<file path="src/cpu_pkg.sv">
`default_nettype none

package cpu_pkg;

    localparam int xlen        = 32;
    localparam int reg_count   = 32;
    localparam int reg_addr_w  = 5;
    localparam int fetch_width = 2;

    typedef enum logic [2:0] {
        alu_add = 3'd0,
        alu_sub = 3'd1,
        alu_and = 3'd2,
        alu_or  = 3'd3,
        alu_xor = 3'd4,
        alu_lui = 3'd5
    } alu_op_e;

    // One instruction word seen through the three field layouts
    typedef union packed {
        struct packed {
            logic [16:0]           opcode;
            logic [reg_addr_w-1:0] rk;
            logic [reg_addr_w-1:0] rj;
            logic [reg_addr_w-1:0] rd;
        } r3;
        struct packed {
            logic [9:0]            opcode;
            logic [11:0]           imm;
            logic [reg_addr_w-1:0] rj;
            logic [reg_addr_w-1:0] rd;
        } ri12;
        struct packed {
            logic [6:0]            opcode;
            logic [19:0]           imm;
            logic [reg_addr_w-1:0] rd;
        } ri20;
    } instr_word_u;

    // 3R opcodes, bits 31:15
    localparam logic [16:0] op_add_w   = 17'h00020;
    localparam logic [16:0] op_sub_w   = 17'h00022;
    localparam logic [16:0] op_and     = 17'h00029;
    localparam logic [16:0] op_or      = 17'h0002a;
    localparam logic [16:0] op_xor     = 17'h0002b;
    // 2RI12 opcode, bits 31:22
    localparam logic [9:0]  op_addi_w  = 10'h00a;
    // 1RI20 opcode, bits 31:25
    localparam logic [6:0]  op_lu12i_w = 7'h0a;

    typedef struct packed {
        logic            valid;
        logic [xlen-1:0] pc;
        instr_word_u     instr;
    } fetch_slot_t;

    typedef struct packed {
        logic                  valid;
        logic [xlen-1:0]       pc;
        alu_op_e               alu_op;
        logic [reg_addr_w-1:0] rd;
        logic [reg_addr_w-1:0] rj;
        logic [reg_addr_w-1:0] rk;
        logic [xlen-1:0]       imm;
        logic                  use_imm;
        logic                  rf_we;
    } decoded_instr_t;

    typedef struct packed {
        logic                  valid;
        logic [xlen-1:0]       pc;
        alu_op_e               alu_op;
        logic [reg_addr_w-1:0] rd;
        logic                  rf_we;
        logic [xlen-1:0]       src_a;
        logic [xlen-1:0]       src_b;
    } issue_t;

    typedef struct packed {
        logic                  valid;
        logic [xlen-1:0]       pc;
        logic                  rf_we;
        logic [reg_addr_w-1:0] rd;
        logic [xlen-1:0]       wdata;
    } wb_t;

endpackage

`default_nettype wire
</file>
<file path="src/cpu_top.sv">
`default_nettype none

module cpu_top import cpu_pkg::*; #(
    parameter int ib_depth = 4
) (
    input  logic                          clk,
    input  logic                          reset_i,
    input  fetch_slot_t [fetch_width-1:0] fetch_i,
    output logic                          fetch_ready_o,
    output logic                          debug_wb_valid_o,
    output logic [xlen-1:0]               debug_wb_pc_o,
    output logic                          debug_wb_rf_wen_o,
    output logic [reg_addr_w-1:0]         debug_wb_rf_wnum_o,
    output logic [xlen-1:0]               debug_wb_rf_wdata_o
);

    fetch_slot_t           ib_head;
    decoded_instr_t        dec;
    issue_t                issue;
    wb_t                   ex_fwd;
    wb_t                   wb;
    logic [reg_addr_w-1:0] rf_raddr_a;
    logic [reg_addr_w-1:0] rf_raddr_b;
    logic [xlen-1:0]       rf_rdata_a;
    logic [xlen-1:0]       rf_rdata_b;

    instr_buffer #(
        .depth       (ib_depth),
        .fetch_width (fetch_width)
    ) u_instr_buffer (
        .clk           (clk),
        .reset_i       (reset_i),
        .fetch_i       (fetch_i),
        .fetch_ready_o (fetch_ready_o),
        .head_o        (ib_head)
    );

    decoder u_decoder (
        .slot_i (ib_head),
        .dec_o  (dec)
    );

    dispatch u_dispatch (
        .clk          (clk),
        .reset_i      (reset_i),
        .dec_i        (dec),
        .ex_fwd_i     (ex_fwd),
        .wb_fwd_i     (wb),
        .rf_raddr_a_o (rf_raddr_a),
        .rf_raddr_b_o (rf_raddr_b),
        .rf_rdata_a_i (rf_rdata_a),
        .rf_rdata_b_i (rf_rdata_b),
        .issue_o      (issue)
    );

    execute u_execute (
        .clk      (clk),
        .reset_i  (reset_i),
        .issue_i  (issue),
        .ex_fwd_o (ex_fwd),
        .wb_o     (wb)
    );

    regfile u_regfile (
        .clk       (clk),
        .reset_i   (reset_i),
        .wb_i      (wb),
        .raddr_a_i (rf_raddr_a),
        .raddr_b_i (rf_raddr_b),
        .rdata_a_o (rf_rdata_a),
        .rdata_b_o (rf_rdata_b)
    );

    // Commit port mirrors the writeback register
    assign debug_wb_valid_o    = wb.valid;
    assign debug_wb_pc_o       = wb.pc;
    assign debug_wb_rf_wen_o   = wb.rf_we;
    assign debug_wb_rf_wnum_o  = wb.rd;
    assign debug_wb_rf_wdata_o = wb.wdata;

endmodule

`default_nettype wire

</file>
<file path="src/execute.sv">
`default_nettype none

module execute import cpu_pkg::*; (
    input  logic   clk,
    input  logic   reset_i,
    input  issue_t issue_i,
    output wb_t    ex_fwd_o,
    output wb_t    wb_o
);

    logic [xlen-1:0] alu_res;

    always_comb begin
        case (issue_i.alu_op)
            alu_add: alu_res = issue_i.src_a + issue_i.src_b;
            alu_sub: alu_res = issue_i.src_a - issue_i.src_b;
            alu_and: alu_res = issue_i.src_a & issue_i.src_b;
            alu_or:  alu_res = issue_i.src_a | issue_i.src_b;
            alu_xor: alu_res = issue_i.src_a ^ issue_i.src_b;
            // Upper immediate already shifted by the decoder
            alu_lui: alu_res = issue_i.src_b;
            default: alu_res = '0;
        endcase
    end

    // Same-cycle result for dispatch forwarding
    always_comb begin
        ex_fwd_o.valid = issue_i.valid;
        ex_fwd_o.pc    = issue_i.pc;
        ex_fwd_o.rf_we = issue_i.valid && issue_i.rf_we;
        ex_fwd_o.rd    = issue_i.rd;
        ex_fwd_o.wdata = alu_res;
    end

    always_ff @(posedge clk) begin
        if (reset_i) begin
            wb_o.valid <= 1'b0;
            wb_o.rf_we <= 1'b0;
        end else begin
            wb_o.valid <= ex_fwd_o.valid;
            wb_o.rf_we <= ex_fwd_o.rf_we;
        end
        wb_o.pc    <= ex_fwd_o.pc;
        wb_o.rd    <= ex_fwd_o.rd;
        wb_o.wdata <= ex_fwd_o.wdata;
    end

endmodule

`default_nettype wire

</file>
<file path="src/dispatch.sv">
`default_nettype none

module dispatch import cpu_pkg::*; (
    input  logic                  clk,
    input  logic                  reset_i,
    input  decoded_instr_t        dec_i,
    input  wb_t                   ex_fwd_i,
    input  wb_t                   wb_fwd_i,
    output logic [reg_addr_w-1:0] rf_raddr_a_o,
    output logic [reg_addr_w-1:0] rf_raddr_b_o,
    input  logic [xlen-1:0]       rf_rdata_a_i,
    input  logic [xlen-1:0]       rf_rdata_b_i,
    output issue_t                issue_o
);

    logic [xlen-1:0] src_a;
    logic [xlen-1:0] src_b;
    logic [xlen-1:0] rk_val;

    // Youngest producer wins: execute, then writeback, then the register file
    function automatic logic [xlen-1:0] fwd_sel(
        input logic [reg_addr_w-1:0] addr,
        input logic [xlen-1:0]       rf_data,
        input wb_t                   ex_fwd,
        input wb_t                   wb_fwd
    );
        logic [xlen-1:0] val;
        if (addr == '0) begin
            val = '0;
        end else if (ex_fwd.valid && ex_fwd.rf_we && ex_fwd.rd == addr) begin
            val = ex_fwd.wdata;
        end else if (wb_fwd.valid && wb_fwd.rf_we && wb_fwd.rd == addr) begin
            val = wb_fwd.wdata;
        end else begin
            val = rf_data;
        end
        return val;
    endfunction

    assign rf_raddr_a_o = dec_i.rj;
    assign rf_raddr_b_o = dec_i.rk;

    always_comb begin
        src_a  = fwd_sel(dec_i.rj, rf_rdata_a_i, ex_fwd_i, wb_fwd_i);
        rk_val = fwd_sel(dec_i.rk, rf_rdata_b_i, ex_fwd_i, wb_fwd_i);
        src_b  = dec_i.use_imm ? dec_i.imm : rk_val;
    end

    always_ff @(posedge clk) begin
        if (reset_i) begin
            issue_o.valid <= 1'b0;
        end else begin
            issue_o.valid <= dec_i.valid;
        end
        issue_o.pc     <= dec_i.pc;
        issue_o.alu_op <= dec_i.alu_op;
        issue_o.rd     <= dec_i.rd;
        issue_o.rf_we  <= dec_i.rf_we;
        issue_o.src_a  <= src_a;
        issue_o.src_b  <= src_b;
    end

endmodule

`default_nettype wire

</file>
<file path="src/regfile.sv">
`default_nettype none

module regfile import cpu_pkg::*; (
    input  logic                  clk,
    input  logic                  reset_i,
    input  wb_t                   wb_i,
    input  logic [reg_addr_w-1:0] raddr_a_i,
    input  logic [reg_addr_w-1:0] raddr_b_i,
    output logic [xlen-1:0]       rdata_a_o,
    output logic [xlen-1:0]       rdata_b_o
);

    logic [xlen-1:0] regs [reg_count];

    always_ff @(posedge clk) begin
        if (reset_i) begin
            for (int i = 0; i < reg_count; i++) begin
                regs[i] <= '0;
            end
        end else if (wb_i.valid && wb_i.rf_we && wb_i.rd != '0) begin
            regs[wb_i.rd] <= wb_i.wdata;
        end
    end

    // r0 is hardwired to zero
    assign rdata_a_o = (raddr_a_i == '0) ? '0 : regs[raddr_a_i];
    assign rdata_b_o = (raddr_b_i == '0) ? '0 : regs[raddr_b_i];

endmodule

`default_nettype wire

</file>
<file path="src/decoder.sv">
`default_nettype none

module decoder import cpu_pkg::*; (
    input  fetch_slot_t    slot_i,
    output decoded_instr_t dec_o
);

    instr_word_u word;
    logic        known;

    assign word = slot_i.instr;

    always_comb begin
        known         = 1'b1;
        dec_o.valid   = slot_i.valid;
        dec_o.pc      = slot_i.pc;
        dec_o.alu_op  = alu_add;
        // rd and rj sit in the same bits in every layout that has them
        dec_o.rd      = word.r3.rd;
        dec_o.rj      = word.r3.rj;
        dec_o.rk      = word.r3.rk;
        dec_o.imm     = '0;
        dec_o.use_imm = 1'b0;

        if (word.r3.opcode == op_add_w) begin
            dec_o.alu_op = alu_add;
        end else if (word.r3.opcode == op_sub_w) begin
            dec_o.alu_op = alu_sub;
        end else if (word.r3.opcode == op_and) begin
            dec_o.alu_op = alu_and;
        end else if (word.r3.opcode == op_or) begin
            dec_o.alu_op = alu_or;
        end else if (word.r3.opcode == op_xor) begin
            dec_o.alu_op = alu_xor;
        end else if (word.ri12.opcode == op_addi_w) begin
            dec_o.alu_op  = alu_add;
            dec_o.rk      = '0;
            dec_o.imm     = {{(xlen - 12){word.ri12.imm[11]}}, word.ri12.imm};
            dec_o.use_imm = 1'b1;
        end else if (word.ri20.opcode == op_lu12i_w) begin
            // Immediate lands in the upper 20 bits
            dec_o.alu_op  = alu_lui;
            dec_o.rj      = '0;
            dec_o.rk      = '0;
            dec_o.imm     = {word.ri20.imm, 12'b0};
            dec_o.use_imm = 1'b1;
        end else begin
            known = 1'b0;
        end

        // Unknown words still commit, without a register write
        dec_o.rf_we = known && (dec_o.rd != '0);
    end

endmodule

`default_nettype wire

</file>
<file path="src/instr_buffer.sv">
`default_nettype none

module instr_buffer import cpu_pkg::*; #(
    parameter int depth       = 4,
    parameter int fetch_width = cpu_pkg::fetch_width
) (
    input  logic                          clk,
    input  logic                          reset_i,
    input  fetch_slot_t [fetch_width-1:0] fetch_i,
    output logic                          fetch_ready_o,
    output fetch_slot_t                   head_o
);

    localparam int ptr_w = $clog2(depth);
    localparam int cnt_w = $clog2(depth + 1);

    fetch_slot_t      mem [depth];
    logic [ptr_w-1:0] wr_ptr;
    logic [ptr_w-1:0] rd_ptr;
    logic [cnt_w-1:0] count;
    logic [cnt_w-1:0] push_cnt;
    logic             accept;
    logic             pop;

    // Room for a full pair, independent of the offered slots
    assign fetch_ready_o = (cnt_w'(depth) - count) >= cnt_w'(fetch_width);
    assign accept        = fetch_ready_o && fetch_i[0].valid;
    // Backend drains one entry whenever one is present
    assign pop           = count != '0;

    // Valid slots are contiguous from slot 0
    always_comb begin
        push_cnt = '0;
        for (int i = 0; i < fetch_width; i++) begin
            if (accept && fetch_i[i].valid) begin
                push_cnt = push_cnt + 1'b1;
            end
        end
    end

    always_ff @(posedge clk) begin
        for (int i = 0; i < fetch_width; i++) begin
            if (accept && fetch_i[i].valid) begin
                mem[wr_ptr + ptr_w'(i)] <= fetch_i[i];
            end
        end
    end

    always_ff @(posedge clk) begin
        if (reset_i) begin
            wr_ptr <= '0;
            rd_ptr <= '0;
            count  <= '0;
        end else begin
            wr_ptr <= wr_ptr + ptr_w'(push_cnt);
            if (pop) begin
                rd_ptr <= rd_ptr + 1'b1;
            end
            count <= count + push_cnt - cnt_w'(pop);
        end
    end

    always_comb begin
        head_o       = mem[rd_ptr];
        head_o.valid = pop;
    end

endmodule

`default_nettype wire

</file>
<file path="config.mk">
export PLATFORM = sky130hd
export DESIGN_NAME = cpu_top
export DESIGN_NICKNAME = d
export VERILOG_FILES = /design/src/cpu_pkg.sv /design/src/cpu_top.sv /design/src/execute.sv /design/src/dispatch.sv /design/src/regfile.sv /design/src/decoder.sv /design/src/instr_buffer.sv
export SDC_FILE = /design/constraint.sdc
export NUM_CORES = 2
export LEC_CHECK = 0
export BUFFER_PORTS_ARGS = -buffer_cell sky130_fd_sc_hd__buf_2
export CELL_PAD_IN_SITES_DETAIL_PLACEMENT = 2
export CELL_PAD_IN_SITES_GLOBAL_PLACEMENT = 2
export CORE_ASPECT_RATIO = 1.5
export CORE_MARGIN = 5
export CORE_UTILIZATION = 50
export DETAILED_ROUTE_END_ITERATION = 6
export PLACE_DENSITY = 0.9
export REMOVE_ABC_BUFFERS = 1
export SYNTH_ARGS = -nofsm -noshare
export SYNTH_HDL_FRONTEND = slang
export SYNTH_HIERARCHICAL = 1
export SYNTH_SLANG_ARGS = --single-unit
</file>
<file path="constraint.sdc">
create_clock -name clk -period 11.8 [get_ports clk]
set_input_delay 3.54 -clock clk [delete_from_list [all_inputs] [get_ports clk]]
set_output_delay 3.54 -clock clk [all_outputs]
set_load 0.005 [all_outputs]
</file>
Word level (Yosys, flattened, before mapping). Memories as Yosys holds them, arrays and structs flattened. A register that Yosys moved wholly into a read port is not among the register bits. Cells that the tools add are included.

$add $sub $neg: 9. Order comparisons: 1. Equal/unequal tests: 16. Muxes and demuxes: 44. Bitwise operators: 3. Reduce and logical (&&, ||, !) cells: 21.

Operators with widths (count): $mux 43 (6); $mux 32 (7); $pmux 32 s6 (1); $eq 17x6->1 const B (5); $mux 38 (1); $add 32x32->32 (1); $and 32x32->32 (1); $or 32x32->32 (1); $reduce_or 32->1 (1); $sub 32x32->32 (1); $xor 32x32->32 (1); $eq 5x5->1 (4); $mux 1 (19); $logic_and 1x1->1 (12); $mux 3 (4); $eq 10x4->1 const B (1); $logic_not 5->1 (2); $mux 5 (2); $reduce_bool 5->1 (2); $mux 2 (4); $eq 7x4->1 const B (1); $eq 3x2->1 const B (2); $eq 3x3->1 const B (2); $add 2x1->2 const B (2); 11 further kinds (11).

Bits in registers: 184. Memory bits (writable): 1284. Output and inout bits: 72. Logic and storage cells: 113. Memories kept: 2.

Memories: u_regfile.regs (words 32, width 32, rd ports 2, clocked after memory_dff 0, write ports 32, RTL line regfile.sv:13) `logic [xlen-1:0] regs [reg_count];`; u_instr_buffer.mem (words 4, width 65, rd ports 1, clocked after memory_dff 1, write ports 2, RTL line instr_buffer.sv:17) `fetch_slot_t mem [depth];`.

Logic depth before layout (Yosys ltp).
Word-level depth: 14. Gate-level depth with buffers: 19.

Hierarchy. The synthesis kept the hierarchy.

Modules (own cells, without submodules): regfile (instances 1, cells each 3520, area each 54245.8 um^2, sequential area each 30749.5 um^2); instr_buffer (instances 1, cells each 678, area each 12869.8 um^2, sequential area each 7867.5 um^2); execute (instances 1, cells each 774, area each 6244.7 um^2, sequential area each 1421.4 um^2); dispatch (instances 1, cells each 443, area each 4291.6 um^2, sequential area each 2122.0 um^2); decoder (instances 1, cells each 134, area each 827.0 um^2, sequential area each 0.0 um^2).

Worst setup path before layout. OpenSTA, ideal clock, no wires.

Path type: input-to-reg. Start point: in fetch_i[64] (netlist bit). End point: mem u_instr_buffer/mem[3][0] (netlist bit) (enable). Setup time: 0.578 ns. Arrival: 8.309 ns. Setup slack: 2.913 ns. Cell stages on the path: 2. Cell sequence: nand2_1 nor3b_1.

RTL lines: start, declared (RTL line cpu_top.sv:8) `input fetch_slot_t [fetch_width-1:0] fetch_i,`; end, declared (RTL line instr_buffer.sv:17).

==> key figures <==
Drt
  • Avg WL per Cell: 51.2 µm
  • Total number of vias: 61100
  • Drt first pass iters: 7
  • DRT antenna net count: 0
  • DR DRC count: 2
  • First-iteration detailed-routing DRC count: 10400
  • Final wirelength: 394000 µm
  • Avg Vias per Cell: 7.93

Global route
  • Met3 usage: 15.2%
  • Initial antenna violation count: 56
  • Largest net degree at the start of global routing: 104
  • GR met1 Demand/Resource: 46.4%
  • M2 GR Usage: 71.9%
  • Total track usage: 44.9%
  • First-pass GRT wire length: 523000 µm
  • GRT overflow: 0
  • Vias in the first global route: 63200
  • Most Used Layer, Global Route: met2

Logic synthesis
  • Avg Cell Area, Syn: 14.2 µm²
  • Cell Area, Synth: 78200 µm²
  • Mapped Cells: 5517
  • Warnings from Yosys: 6

Placed design
  • Routability cong.: 0.964
  • Placement Cell Area: 80600 µm²
  • PortBufs: 203
  • Post-DP HPWL: 223000 µm
  • Pre-CTS setup slack: 4420 ps

Critical path
  • Max Fanout on Critical Path: 54
  • CP max-delay cell: o22ai_1
  • Top Family by Delay on Critical Path: simple AND/OR/NAND/NOR gates
  • Worst path most repeated cell: buf_4
  • Worst Setup Path Type: flip-flop to flip-flop
  • CP Capture Type: flip-flop
  • Crit path DAT: 8570 ps
  • Slowest stage delay, CP: 1160 ps
  • Required time of the worst setup path: 12520 ps
  • Type of origin of the critical path: flip-flop
  • CP Cell Sequence: buf_4 > mux4_2 > nor4_2 > buf_4 > nand2_1 > and2_4 > buf_4 > or3_1 > buf_4 > o22ai_1 > a2111oi_0 > nor3_1 > a211oi_1 > o31ai_1
  • Buf/Inv on CP: 4

Clock tree
  • Sink Count: 1466
  • # Post-CTS Setup Buffers: 0
  • CTS tree: built
  • Num CTS Buffers: 148
  • Root buffer cell: clkbuf_16
  • Worst-path clk slew: 70 ps
  • Clk buf depth: 3
  • CTS resizes: 0
  • Clock latency at the later pin of the worst-skew pair: 850 ps
  • Post-CTS Hold Fix Bufs: 0
  • H-tree depth: 4

Timing
  • Min Tclk post-route: 7850 ps
  • Worst Slack Setup Final: 3950 ps
  • Final hold violation count: 0
  • Slew @ Worst Pin: 1500 ps
  • # setup viols final: 0
  • FMAX: 127 MHz
  • RSZ-0062 raised after global routing: false
  • Tcrit/Tclk final: 66.5%
  • Max-slew headroom: -0.0551%
  • Fin. max-slew vios: 1
  • Clock skew: 53.8 ps

Die
  • Die height: 494 µm
  • Die width: 333 µm
  • Initial Util: 50.3%
  • Total I/O pin count: 204
  • Core footprint: 155000 µm²
  • Die ar.: 165000 µm²
  • Row cnt: 177

Layout
  • Share of cells above drive strength 1: 26.4%
  • Synth-to-Final Area Change: 9.33%
  • Area occupied by registers: 42200 µm²
  • Multi-input gate area: 33400 µm²
  • Final instance area: 85500 µm²
  • # nets final: 5721
  • Fillers: 13600

Pwr
  • Pleak: 31.1 nW
  • VDD IR-drop max: 0.000308 V
  • Pwr Density: 322 nW/µm²

Min path
  • Hold/Removal Path Class: flip-flop to flip-flop
  • Worst Hold Launch: u_dispatch/issue_o[100]$_DFF_P_

Run status
  • Status: complete, but fails checks
  • Violated checks: design-rule violations, max-capacitance violations, max-slew violations

Flow run
  • Max Cap Viol: 3
==> flip-flops by register name, summed over array words and instances (netlist names), named ones only <==
register and flops:
u_regfile/regs 1024, u_instr_buffer/wr_ptr 2, u_instr_buffer/count 3, u_dispatch/issue_o 106, u_instr_buffer/rd_ptr 2, u_execute/wb_o 71, u_instr_buffer/mem 256
==> cell type report <==
class / instances / area share, %
Inverter: 83 / 0.364
Clock inverter: 67 / 0.668
Multi-Input combinational cell: 3437 / 39.1
Tap cell: 2058 / 3.01
Antenna cell: 37 / 0.108
Timing Repair Buffer: 347 / 2.50
Clock buffer: 206 / 5.00
Sequential cell: 1466 / 49.3
==> where the power goes <==
part	leakage, nW	internal, mW	switching [mW]
clock network	2.39	2.69	2.40
logic	14.2	4.99	10.2
registers	14.5	6.44	0.923
==> per-stage QoR <==
stage / std cells / hold WS (ps) / util (%) / setup TNS, ps / total power, mW
floorplan: 4986 / 310 / - / -514330 / 16.0
global placement: 7391 / 312 / 51.8 / 0 / 19.7
detailed placement: 7391 / 319 / 51.8 / 0 / 20.5
CTS: 7664 / 315 / 55.0 / 0 / 26.2
global route: 7675 / 337 / 55.0 / 0 / 27.6
finish: 7701 / 315 / 55.0 / 0 / 27.6
==> metal layers <==
metal | part of all wire [%] | up-vias
met5 | 0.059 | -
met4 | 13 | 34
met3 | 12 | 2762
met2 | 45 | 6661
met1 | 29 | 30600
li1 | - | 21000
==> placed cells by master, fill, tap and decap left out, types with 100 or more instances in the layout <==
cell type     n
edfxtp_1   1280
and2_1     1016
mux4_2      529
mux2_2      249
buf_2       202
mux2i_1     193
dfxtp_1     180
clkbuf_16   157
buf_4       142
nor2_1      133
nand2_1     107
ha_1        104
a211oi_1    100
==> worst paths after layout <==
check | endpoint | slack [ps] | depth (start not counted)
setup / recovery | u_dispatch/issue_o[0]$_DFF_P_ | 3950 | 14
hold / removal | u_execute/wb_o[65]$_DFF_P_ | 310 | 0
setup reg to reg | u_dispatch/issue_o[0]$_DFF_P_ | 3950 | 14
hold reg to reg | u_execute/wb_o[65]$_DFF_P_ | 310 | 0
Power figures use the tool's default switching activity.
